### config.mk
export PLATFORM = sky130hd
export DESIGN_NAME = capture_top
export DESIGN_NICKNAME = d
export VERILOG_FILES = /design/src/hw/capture_pkg.sv /design/src/hw/capture_regs.sv /design/src/hw/capture_control.sv /design/src/hw/fake_data_gen.sv /design/src/hw/capture_delay.sv /design/src/hw/phase_align.sv /design/src/hw/capture_top.sv
export VERILOG_INCLUDE_DIRS = /design/src /design/src/hw
export SDC_FILE = /design/constraint.sdc
export NUM_CORES = 1
export LEC_CHECK = 0
export BUFFER_PORTS_ARGS = -buffer_cell sky130_fd_sc_hd__buf_2
export CAP_MARGIN = 10
export CORE_UTILIZATION = 45
export DETAILED_ROUTE_END_ITERATION = 7
export PLACE_DENSITY = 0.66
export SLEW_MARGIN = 20
export SYNTH_ARGS = -nofsm -noshare
export SYNTH_HDL_FRONTEND = slang
export SYNTH_HIERARCHICAL = 1
export SYNTH_SLANG_ARGS = --single-unit
### constraint.sdc
create_clock -name clock_x_i -period 2.16 [get_ports clock_x_i]
set_input_delay 0.432 -clock clock_x_i [delete_from_list [all_inputs] [get_ports clock_x_i]]
set_output_delay 0.432 -clock clock_x_i [all_outputs]
set_load 0.03 [all_outputs]
### src/hw/capture_params.svh
`ifndef CAPTURE_PARAMS_SVH
`define CAPTURE_PARAMS_SVH

// ----------------------------------------------------------------------
// sample word and centring unit sizes
// ----------------------------------------------------------------------
`define CAP_ANTENNAS   24 // one-bit antennas per sample word

// phase and delay share one field width
`define CAP_PBITS      4
`define CAP_SBITS      5 // antenna select, covers 0..31

// taps of the delay line, 2**CAP_PBITS
`define CAP_DEPTH      16

// consecutive equal phases before lock is declared
`define CAP_LOCK_COUNT 4

`endif

### src/hw/capture_pkg.sv
`include "capture_params.svh"

package capture_pkg;

   // one raw sample, one bit per antenna
   typedef logic [`CAP_ANTENNAS-1:0] sample_t;

   // ----------------------------------------------------------------------
   // host write word, two views picked by address
   // ----------------------------------------------------------------------
   typedef struct packed {
      logic                  capture; // capture enable
      logic                  centre;  // run centring unit
      logic                  restart; // pulse only, never stored
      logic                  spare;
      logic [`CAP_PBITS-1:0] delay;   // sample delay, 0..15
   } capture_cfg_t;

   typedef struct packed {
      logic                  debug;  // fake data instead of antennas
      logic                  shift;  // lfsr source
      logic                  count;  // up-counter source
      logic [`CAP_SBITS-1:0] select; // antenna for phase measurement
   } source_cfg_t;

   typedef union packed {
      capture_cfg_t cap; // address 0
      source_cfg_t  src; // address 1
   } cfg_word_u;

   // full control set as seen by the datapath
   typedef struct packed {
      logic                  capture;
      logic                  centre;
      logic                  restart; // single-cycle pulse
      logic                  spare;   // follows the host word
      logic [`CAP_PBITS-1:0] delay;
      logic                  debug;
      logic                  shift;
      logic                  count;
      logic [`CAP_SBITS-1:0] select;
   } ctrl_t;

   typedef struct packed {
      logic                  locked;
      logic                  invalid; // lock lost since restart
      logic [`CAP_PBITS-1:0] phase;
   } align_status_t;

   typedef logic [1:0] host_addr_t;

   localparam host_addr_t ADDR_CAPTURE = 2'd0;
   localparam host_addr_t ADDR_SOURCE  = 2'd1;
   localparam host_addr_t ADDR_STATUS  = 2'd2;

endpackage

### src/hw/capture_regs.sv
`timescale 1ns/1ps

module capture_regs
(
   input  logic                         clock_x_i,
   input  logic                         rst_i,
   input  logic                         host_wr_i,    // write strobe
   input  capture_pkg::host_addr_t      host_addr_i,
   input  capture_pkg::cfg_word_u       host_wdata_i,
   output logic [7:0]                   host_rdata_o, // registered read word
   input  capture_pkg::align_status_t   status_i,     // retimed status
   output capture_pkg::ctrl_t           ctrl_o
);
   import capture_pkg::*;

   capture_cfg_t cap_q; // restart bit kept at zero
   source_cfg_t  src_q;
   logic         restart_q;
   logic [7:0]   rdata_q;

   // ----------------------------------------------------------------------
   // config writes and restart pulse
   // ----------------------------------------------------------------------
   always_ff @(posedge clock_x_i)
   begin
      if (rst_i)
      begin
         cap_q     <= '0;
         src_q     <= '0;
         restart_q <= 1'b0;
      end
      else
      begin
         // pulse lasts one cycle, only on a capture-word write
         restart_q <= host_wr_i && (host_addr_i == ADDR_CAPTURE)
                      && host_wdata_i.cap.restart;
         if (host_wr_i && host_addr_i == ADDR_CAPTURE)
         begin
            cap_q         <= host_wdata_i.cap; // capture view
            cap_q.restart <= 1'b0;
         end
         if (host_wr_i && host_addr_i == ADDR_SOURCE)
            src_q <= host_wdata_i.src; // source view
      end
   end

   // ----------------------------------------------------------------------
   // read mux, registered
   // ----------------------------------------------------------------------
   always_ff @(posedge clock_x_i)
   begin
      if (rst_i)
         rdata_q <= '0;
      else
      begin
         case (host_addr_i)
            ADDR_CAPTURE: rdata_q <= cap_q;
            ADDR_SOURCE:  rdata_q <= src_q;
            ADDR_STATUS:  rdata_q <= {2'b00, status_i}; // zero-extend
            default:      rdata_q <= '0;
         endcase
      end
   end

   assign host_rdata_o = rdata_q;

   // flatten both config words into the control set
   assign ctrl_o = '{capture: cap_q.capture, centre: cap_q.centre, restart: restart_q,
                     spare: cap_q.spare, delay: cap_q.delay, debug: src_q.debug,
                     shift: src_q.shift, count: src_q.count, select: src_q.select};

endmodule

### src/hw/capture_control.sv
`timescale 1ns/1ps

module capture_control
(
   input  logic                       clock_x_i,
   input  logic                       rst_i,
   input  capture_pkg::ctrl_t         ctrl_i,   // from host registers
   output capture_pkg::ctrl_t         ctrl_o,   // to sampling datapath
   input  capture_pkg::align_status_t status_i, // from centring unit
   output capture_pkg::align_status_t status_o  // back to host registers
);
   import capture_pkg::*;

   // ----------------------------------------------------------------------
   // paired retiming stages with _t first and then _x or _b
   // ----------------------------------------------------------------------
   ctrl_t         ctrl_t_q;   // host -> sample side
   ctrl_t         ctrl_x_q;
   align_status_t status_q;   // sample -> host side
   align_status_t status_b_q;

   // control chain fixing the datapath latency at two edges
   always_ff @(posedge clock_x_i)
   begin
      if (rst_i)
      begin
         ctrl_t_q <= '0;
         ctrl_x_q <= '0; // restart pulse stays low
      end
      else
      begin
         // capture, centring and debug settings together
         {ctrl_x_q, ctrl_t_q} <= {ctrl_t_q, ctrl_i};
      end
   end

   // status chain
   always_ff @(posedge clock_x_i)
   begin
      if (rst_i)
      begin
         status_q   <= '0;
         status_b_q <= '0;
      end
      else
      begin
         // locked, invalid and phase
         {status_b_q, status_q} <= {status_q, status_i};
      end
   end

   assign ctrl_o   = ctrl_x_q;
   assign status_o = status_b_q;

endmodule

### src/hw/fake_data_gen.sv
`timescale 1ns/1ps

module fake_data_gen
(
   input  logic                 clock_x_i,
   input  logic                 rst_i,
   input  logic                 debug_i, // advance only while set
   input  logic                 shift_i, // lfsr mode, wins over count
   input  logic                 count_i, // up-counter mode
   output capture_pkg::sample_t fake_o
);
   import capture_pkg::*;

   // galois feedback for taps 24, 23, 22 and 17
   localparam sample_t LFSR_TAPS = 24'hE1_0000;

   sample_t fake_q;

   // one lfsr step, shifting toward bit 0
   function automatic sample_t lfsr_step(input sample_t s);
      sample_t n;
      n = s >> 1;
      if (s[0])
         n = n ^ LFSR_TAPS;
      return n;
   endfunction

   // ----------------------------------------------------------------------
   // debug word register
   // ----------------------------------------------------------------------
   always_ff @(posedge clock_x_i)
   begin
      if (rst_i)
         fake_q <= '0;
      else if (debug_i)
      begin
         if (shift_i)
            fake_q <= (fake_q == '0) ? sample_t'(1) : lfsr_step(fake_q); // seed
         else if (count_i)
            fake_q <= fake_q + sample_t'(1);
         else
            fake_q <= '0; // no source picked
      end
   end

   assign fake_o = fake_q;

endmodule

### src/hw/capture_delay.sv
`timescale 1ns/1ps
`include "capture_params.svh"

module capture_delay
(
   input  logic                  clock_x_i,
   input  logic                  rst_i,
   input  capture_pkg::sample_t  antenna_i, // live antenna word
   input  capture_pkg::sample_t  fake_i,    // debug word
   input  logic                  debug_i,   // picks fake_i
   input  logic                  capture_i, // output qualifier
   input  logic [`CAP_PBITS-1:0] delay_i,   // 0..15 samples
   output capture_pkg::sample_t  data_o,
   output logic                  valid_o
);
   import capture_pkg::*;

   sample_t taps [`CAP_DEPTH]; // tap 0 holds the newest sample
   sample_t src;
   sample_t data_q;
   logic    valid_q;

   assign src = debug_i ? fake_i : antenna_i;

   // ----------------------------------------------------------------------
   // delay line, payload only
   // ----------------------------------------------------------------------
   always_ff @(posedge clock_x_i)
   begin
      taps[0] <= src;
      for (int i = 1; i < `CAP_DEPTH; i++)
         taps[i] <= taps[i-1];
   end

   // chosen tap, held while capture is off
   always_ff @(posedge clock_x_i)
   begin
      if (rst_i)
      begin
         data_q  <= '0;
         valid_q <= 1'b0;
      end
      else
      begin
         valid_q <= capture_i;
         if (capture_i)
            data_q <= taps[delay_i]; // delay+1 edges after sampling
      end
   end

   assign data_o  = data_q;
   assign valid_o = valid_q;

endmodule

### src/hw/phase_align.sv
`timescale 1ns/1ps
`include "capture_params.svh"

module phase_align
(
   input  logic                       clock_x_i,
   input  logic                       rst_i,
   input  capture_pkg::sample_t       antenna_i,
   input  logic                       centre_i,  // run the window counter
   input  logic [`CAP_SBITS-1:0]      select_i,  // antenna under test
   input  logic                       restart_i, // clear lock state
   output capture_pkg::align_status_t status_o
);
   import capture_pkg::*;

   localparam int MBITS = $clog2(`CAP_LOCK_COUNT + 1);

   logic [`CAP_PBITS-1:0] win_q;   // 16-sample window position
   logic [MBITS-1:0]      match_q; // 0 means no phase seen yet
   logic [MBITS-1:0]      match_nxt;
   logic                  bit_now;
   logic                  bit_q;
   logic                  rise;
   align_status_t         stat_q;

   // out-of-range select reads as a quiet antenna
   assign bit_now = (select_i < `CAP_ANTENNAS) ? antenna_i[select_i] : 1'b0;
   assign rise    = centre_i && bit_now && !bit_q;

   // ----------------------------------------------------------------------
   // match counting, saturates at the lock count
   // ----------------------------------------------------------------------
   always_comb
   begin
      if (match_q != '0 && win_q == stat_q.phase)
         match_nxt = (match_q == MBITS'(`CAP_LOCK_COUNT)) ? match_q : match_q + 1'b1;
      else
         match_nxt = MBITS'(1); // new phase starts a fresh run
   end

   always_ff @(posedge clock_x_i)
   begin
      if (rst_i)
         bit_q <= 1'b0;
      else
         bit_q <= bit_now;
   end

   always_ff @(posedge clock_x_i)
   begin
      if (rst_i || restart_i)
      begin
         win_q   <= '0;
         match_q <= '0;
         stat_q  <= '0;
      end
      else
      begin
         if (centre_i)
            win_q <= win_q + 1'b1; // wraps every 16 samples
         if (rise)
         begin
            stat_q.phase <= win_q;
            match_q      <= match_nxt;
            if (match_nxt >= MBITS'(`CAP_LOCK_COUNT))
               stat_q.locked <= 1'b1;
            else if (stat_q.locked)
            begin
               stat_q.locked  <= 1'b0; // phase moved under lock
               stat_q.invalid <= 1'b1; // sticky until restart
            end
         end
      end
   end

   assign status_o = stat_q;

endmodule

### src/hw/capture_top.sv
`timescale 1ns/1ps

module capture_top
(
   input  logic                    clock_x_i,
   input  logic                    rst_i,
   input  logic                    host_wr_i,
   input  capture_pkg::host_addr_t host_addr_i,
   input  capture_pkg::cfg_word_u  host_wdata_i,
   output logic [7:0]              host_rdata_o,
   input  capture_pkg::sample_t    antenna_i,
   output capture_pkg::sample_t    data_o,
   output logic                    valid_o
);
   import capture_pkg::*;

   // ----------------------------------------------------------------------
   // host side and retiming
   // ----------------------------------------------------------------------
   ctrl_t         regs_ctrl;    // straight from the registers
   ctrl_t         cap_ctrl;     // two edges later
   align_status_t align_status; // from centring unit
   align_status_t host_status;  // two edges later
   sample_t       fake_data;

   capture_regs u_regs (
      .clock_x_i    (clock_x_i),
      .rst_i        (rst_i),
      .host_wr_i    (host_wr_i),
      .host_addr_i  (host_addr_i),
      .host_wdata_i (host_wdata_i),
      .host_rdata_o (host_rdata_o),
      .status_i     (host_status),
      .ctrl_o       (regs_ctrl)
   );

   capture_control u_control (
      .clock_x_i (clock_x_i),
      .rst_i     (rst_i),
      .ctrl_i    (regs_ctrl),
      .ctrl_o    (cap_ctrl),
      .status_i  (align_status),
      .status_o  (host_status)
   );

   // ----------------------------------------------------------------------
   // sampling datapath
   // ----------------------------------------------------------------------
   fake_data_gen u_fake (
      .clock_x_i (clock_x_i),
      .rst_i     (rst_i),
      .debug_i   (cap_ctrl.debug),
      .shift_i   (cap_ctrl.shift),
      .count_i   (cap_ctrl.count),
      .fake_o    (fake_data)
   );

   capture_delay u_delay (
      .clock_x_i (clock_x_i),
      .rst_i     (rst_i),
      .antenna_i (antenna_i),
      .fake_i    (fake_data),
      .debug_i   (cap_ctrl.debug),
      .capture_i (cap_ctrl.capture),
      .delay_i   (cap_ctrl.delay),
      .data_o    (data_o),
      .valid_o   (valid_o)
   );

   phase_align u_align (
      .clock_x_i (clock_x_i),
      .rst_i     (rst_i),
      .antenna_i (antenna_i), // live antennas, not the debug word
      .centre_i  (cap_ctrl.centre),
      .select_i  (cap_ctrl.select),
      .restart_i (cap_ctrl.restart),
      .status_o  (align_status)
   );

endmodule

==> impl_metrics.yaml, run 1 <==
critical_path:
  critPathLaunch: "u_control/ctrl_o[1]"
  cp_data_arrival_time_ps: 2470
  critPathLaunchType: "flop"
  worstSetupPathType: "reg2reg"
  cp-end-kind: "flop"
  required_ps: 2620
  ff2ff_path_depth: 5
  timing.rr.start: "u_control/ctrl_o[1]"
  cp_max_fo: 8
clocking:
  ctsResizeCount: 0
  clkLatencyLatePin_ps: 560
  cts_tree: "done"
  cts_hold_buf: 0
  path_clk_slew_ps: 60
  cts_made_buffers: 49
  clk_path_buf_depth: 3
  post_cts_buffers: 0
  clock-sinks: 512
  clockRootBuffer: "clkbuf_16"
  htreeDepth: 2
min_path:
  worstHoldStart: "host_wdata_i[5]"
  hold_class: "in2reg"
  hold_depth: 3
sta:
  hold_ws_ps: 145.6
  clock_skew_ps: 12.89
  fmax_ghz: 0.4980
  setup_slack_ps: 152.0
  slew_viol_final: 0
  fin_crit_sh_pct: 92.96
  rsz0062_at_grt: "no"
  period_needed_ps: 2008
  report.final.hold_viol_count: 0
  tightest_slew_ps: 421.9
  finalSetupViolations: 0
  setup-tns-final_ps: 0
  max-slew-margin-rel_pct: 71.75
floorplanning:
  core_um2: 36700
  num_rows: 70
  start_util_pct: 45.79
  ios: 70
  fp.dieW_um: 195.2
  dieArea_um2: 38110
  fp.dieH_um: 195.2
drt:
  wirelength_mm: 34.73
  drtAntennaViolNets: 0
  drc: 0
  vias_per_cell: 5.261
  drtIter0Drc: 654
  first_pass_iters: 4
  via_count: 10475
  detail_route.wl_per_cell_um: 17.45
cells_and_area:
  drive_above_1_share_pct: 15.58
  finish.utilization_pct: 52.32
  area_growth_pct: 14.27
  nets: 1526
synthesis:
  netlist_instances: 1410
  avgSynthCellArea_um2: 11.92
  yosysWarningCount: 6
  syn-cell-area_um2: 16800
  syn_nets: 1452
flow_run:
  cap_violations: 0
grt:
  antenna_found_initial: 2
  grt_max_degree: 49
  grt_use_total_pct: 18.13
  grt_overflow: 0
  grt_pass1_vias: 10320
  grt_pass1_wl_mm: 55.71
placed_design:
  hpwl_mm: 22.04
  place_ws_ps: 34.80
  io_buffers: 69
  gp_congestion: 0.8818
power:
  irDropWorstVdd_v: 0.0007863
  powerDensity_nw_per_um2: 994.2
  total_power_uw: 19090
  p_leak_uw: 0.007348
status:
  status: "completed"
==> routing by layer <==
layer  global-route usage [%]  vias up  wire length, µm
met5                        0        -                0
met2                    28.41      239            15500
met3                    3.938       54             1874
met1                    25.25     5040            16740
li1                         -     5142                -
met4                    4.812        0              620
==> final timing paths <==
check | endpoint | slack [ps]
min | u_regs/restart_q | 150
max | u_align/match_q[0] | 150
min reg2reg | u_delay/taps[6][12] | 340
max reg2reg | u_align/match_q[0] | 150
==> per-stage QoR <==
| step | cells | cell area [µm²] |
|---|---|---|
| 2_1_floorplan | 1410 | 16800 |
| 3_3_place_gp | 1901 | 17580 |
| 3_5_place_dp | 1901 | 17580 |
| 4_1_cts | 1989 | 19190 |
| 5_1_grt | 1989 | 19190 |
| 6_report | 1991 | 19200 |
==> cell type report <==
class                      count  area, µm²
antenna                        2      5.005
clock buffer                  72       1393
clock inverter                16      216.5
fill                        3164      17500
inverter                       9      33.78
multi-input combinational    798       5916
sequential                   512      10250
tap                          468      585.6
timing repair buffer         114      795.8
==> flip-flops by register name, summed over array words and instances, names as in the netlist, 6 cells and up <==
| signal | cells |
|---|---|
| u_control/status_q | 6 |
| u_delay/taps | 384 |
| u_regs/ctrl_o | 15 |
| u_fake/fake_o | 24 |
| u_control/status_o | 6 |
| u_regs/host_rdata_o | 8 |
| u_delay/data_o | 24 |
| u_control/ctrl_o | 15 |
| u_control/ctrl_t_q | 15 |
==> power by group <==
group | internal [µW] | switching [µW] | leakage (µW)
clock network | 4970 | 3480 | 0.000787
registers | 9890 | 216 | 0.00427
logic | 242 | 291 | 0.00229
==> worst max-delay path: stages (launching register included) <==
cell and delay (ps):
dfxtp_1 420, mux4_2 520, a2bb2oi_1 150, a22o_1 250, o21a_2 300, a221oi_2 280
==> cells in the final DEF, fill, tap and decap left out, drive strengths merged, types with 7 or more instances in the layout <==
master  count
nand2      74
clkinv      7
a21oi      49
nand4      10
inv        13
nand3      88
mux2       25
nor2b      49
dfxtp     512
mux2i     228
o21ai       9
nand2b     27
clkbuf     72
nor3       13
a22oi      77
buf       114
o22ai      10
nor4        7
nor2       44
(Power assumes the default switching activity.)
==> run 2, diff against run 1 <==
Settings changed: CTS_CLUSTER_DIAMETER from default to 30, PLACE_DENSITY 0.66 to 0.63.
==> impl_metrics.yaml, run 2 (same netlist as run 1, synthesis figures left out) <==
cells_and_area:
  area_growth_pct: 24.78
  final_cell_mix: "dfxtp_1, mux2i_1, clkbuf_16"
  largest_reg_flops: 384
  layout_commonest_cell: "dfxtp_1"
  nFillCells: 2953
  nets: 1569
  top_register: "u_delay/taps"
  drive_above_1_share_pct: 20.59
  instances_no_fill: 2072
sta:
  fin_crit_sh_pct: 94.20
  tightest_slew_ps: 714.9
  max-slew-margin-rel_pct: 52.16
  period_needed_ps: 2035
  report.final.hold_viol_count: 0
  fmax_ghz: 0.4915
  slew_viol_final: 0
  setup-tns-final_ps: 0
  clock_skew_ps: 13.37
  finalSetupViolations: 0
  rsz0062_at_grt: "no"
critical_path:
  ff2ff_path_depth: 5
  cp_max_fo: 8
  critPathLaunchType: "flop"
  cp-end-kind: "flop"
  critPathLaunch: "u_control/ctrl_o[1]"
  timing.rr.start: "u_control/ctrl_o[1]"
  worstSetupPathType: "reg2reg"
  cp_data_arrival_time_ps: 2540
  required_ps: 2670
drt:
  drc: 0
  first_pass_iters: 6
  vias_per_cell: 5.203
  drtAntennaViolNets: 0
  drtIter0Drc: 671
  via_count: 10781
  detail_route.wl_per_cell_um: 17.45
  wirelength_mm: 36.16
min_path:
  hold_class: "in2reg"
  hold_depth: 2
  worstHoldStart: "antenna_i[8]"
grt:
  grt_overflow: 0
  grt_pass1_wl_mm: 58.10
  antenna_found_initial: 2
  grt_pass1_vias: 10854
  grt_use_total_pct: 19.26
  grt_max_degree: 58
floorplanning:
  dieArea_um2: 38110
  fp.dieW_um: 195.2
  ios: 70
  core_um2: 36700
  num_rows: 70
  start_util_pct: 45.79
  fp.dieH_um: 195.2
clocking:
  htreeDepth: 3
  cts_tree: "done"
  cts_hold_buf: 0
  path_clk_slew_ps: 50
  clock-sinks: 512
  clkLatencyLatePin_ps: 600
  clk_path_buf_depth: 3
  clockRootBuffer: "clkbuf_16"
  cts_made_buffers: 91
placed_design:
  gp_congestion: 0.8883
  hpwl_mm: 22.21
  place_inst: 1902
  io_buffers: 69
power:
  total_power_uw: 25830
  p_leak_uw: 0.008194
  irDropWorstVdd_v: 0.0006930
  powerDensity_nw_per_um2: 1232
flow_run:
  cap_violations: 0
status:
  status: "completed"
## run 2: cell types whose count changed in the layout (fill, tap and decap cells not counted), moves of 2 or more
cell / previous run / this run
clkinvlp_4: 1 / 9
clkbuf_1: 15 / 5
clkbuf_8: 8 / 14
inv_6: 3 / 11
clkinv_2: 5 / 7
clkinv_4: 2 / 11
bufinv_16: 4 / 15
clkbuf_16: 49 / 94
## run 2: metrics by stage
stage	util, %	hold slack (ps)	area (µm²)	setup slack (ps)
after floorplan	-	330.1	16800	246.3
after global placement	47.94	331.7	17590	54.81
after detailed placement	47.94	334.0	17590	45.41
after CTS	57.11	83.43	20960	53.57
after global routing	57.13	105.5	20960	7.433
final	57.13	126.4	20970	125.4
## run 2: timing repair
| action | in CTS | in global routing |
|---|---|---|
| endpoints found under the setup margin | 0 | 5 |
| resized for setup | 0 | 2 |
| buffers inserted | 0 | 0 |
## run 2: report_power, final
group          internal (µW)  switching (µW)  leakage (µW)  total, µW
logic                    239             293       0.00229        532
clock network          10300            4870       0.00163      15200
registers               9910             217       0.00427      10100
total                  20500            5380       0.00819      25800
## run 2: per-layer routing
metal  up-vias  track usage [%]  part of all wire (%)
met2       313            29.27                    45
met1      5127            26.24                    47
met4         0            8.516                   2.4
met5         -                0                     0
li1       5274                -                     -
met3        67            4.266                   5.6
## run 2: path summary, 6_finish.rpt
kind | end | slack [ps]
hold / removal | u_delay/taps[0][8] | 130
setup reg to reg | u_align/match_q[2] | 130
hold reg to reg | u_delay/taps[5][12] | 340
setup / recovery | u_align/match_q[2] | 130
## run 2: final cells by class
cell class / count / area, µm² / area share (%)
Antenna cell: 1 / 2.502 / 0.01194
Inverter: 9 / 33.78 / 0.1611
Multi-Input combinational cell: 798 / 5919 / 28.23
Tap cell: 468 / 585.6 / 2.793
Timing Repair Buffer: 115 / 803.3 / 3.831
Clock inverter: 56 / 803.3 / 3.831
Sequential cell: 512 / 10250 / 48.91
Clock buffer: 113 / 2564 / 12.23
## run 2: critical path: stages, from the launching register on
cell,delay [ps]
dfxtp_1,430
mux4_1,600
nor2_1,110
and4bb_1,240
o21a_2,310
a221oi_2,260
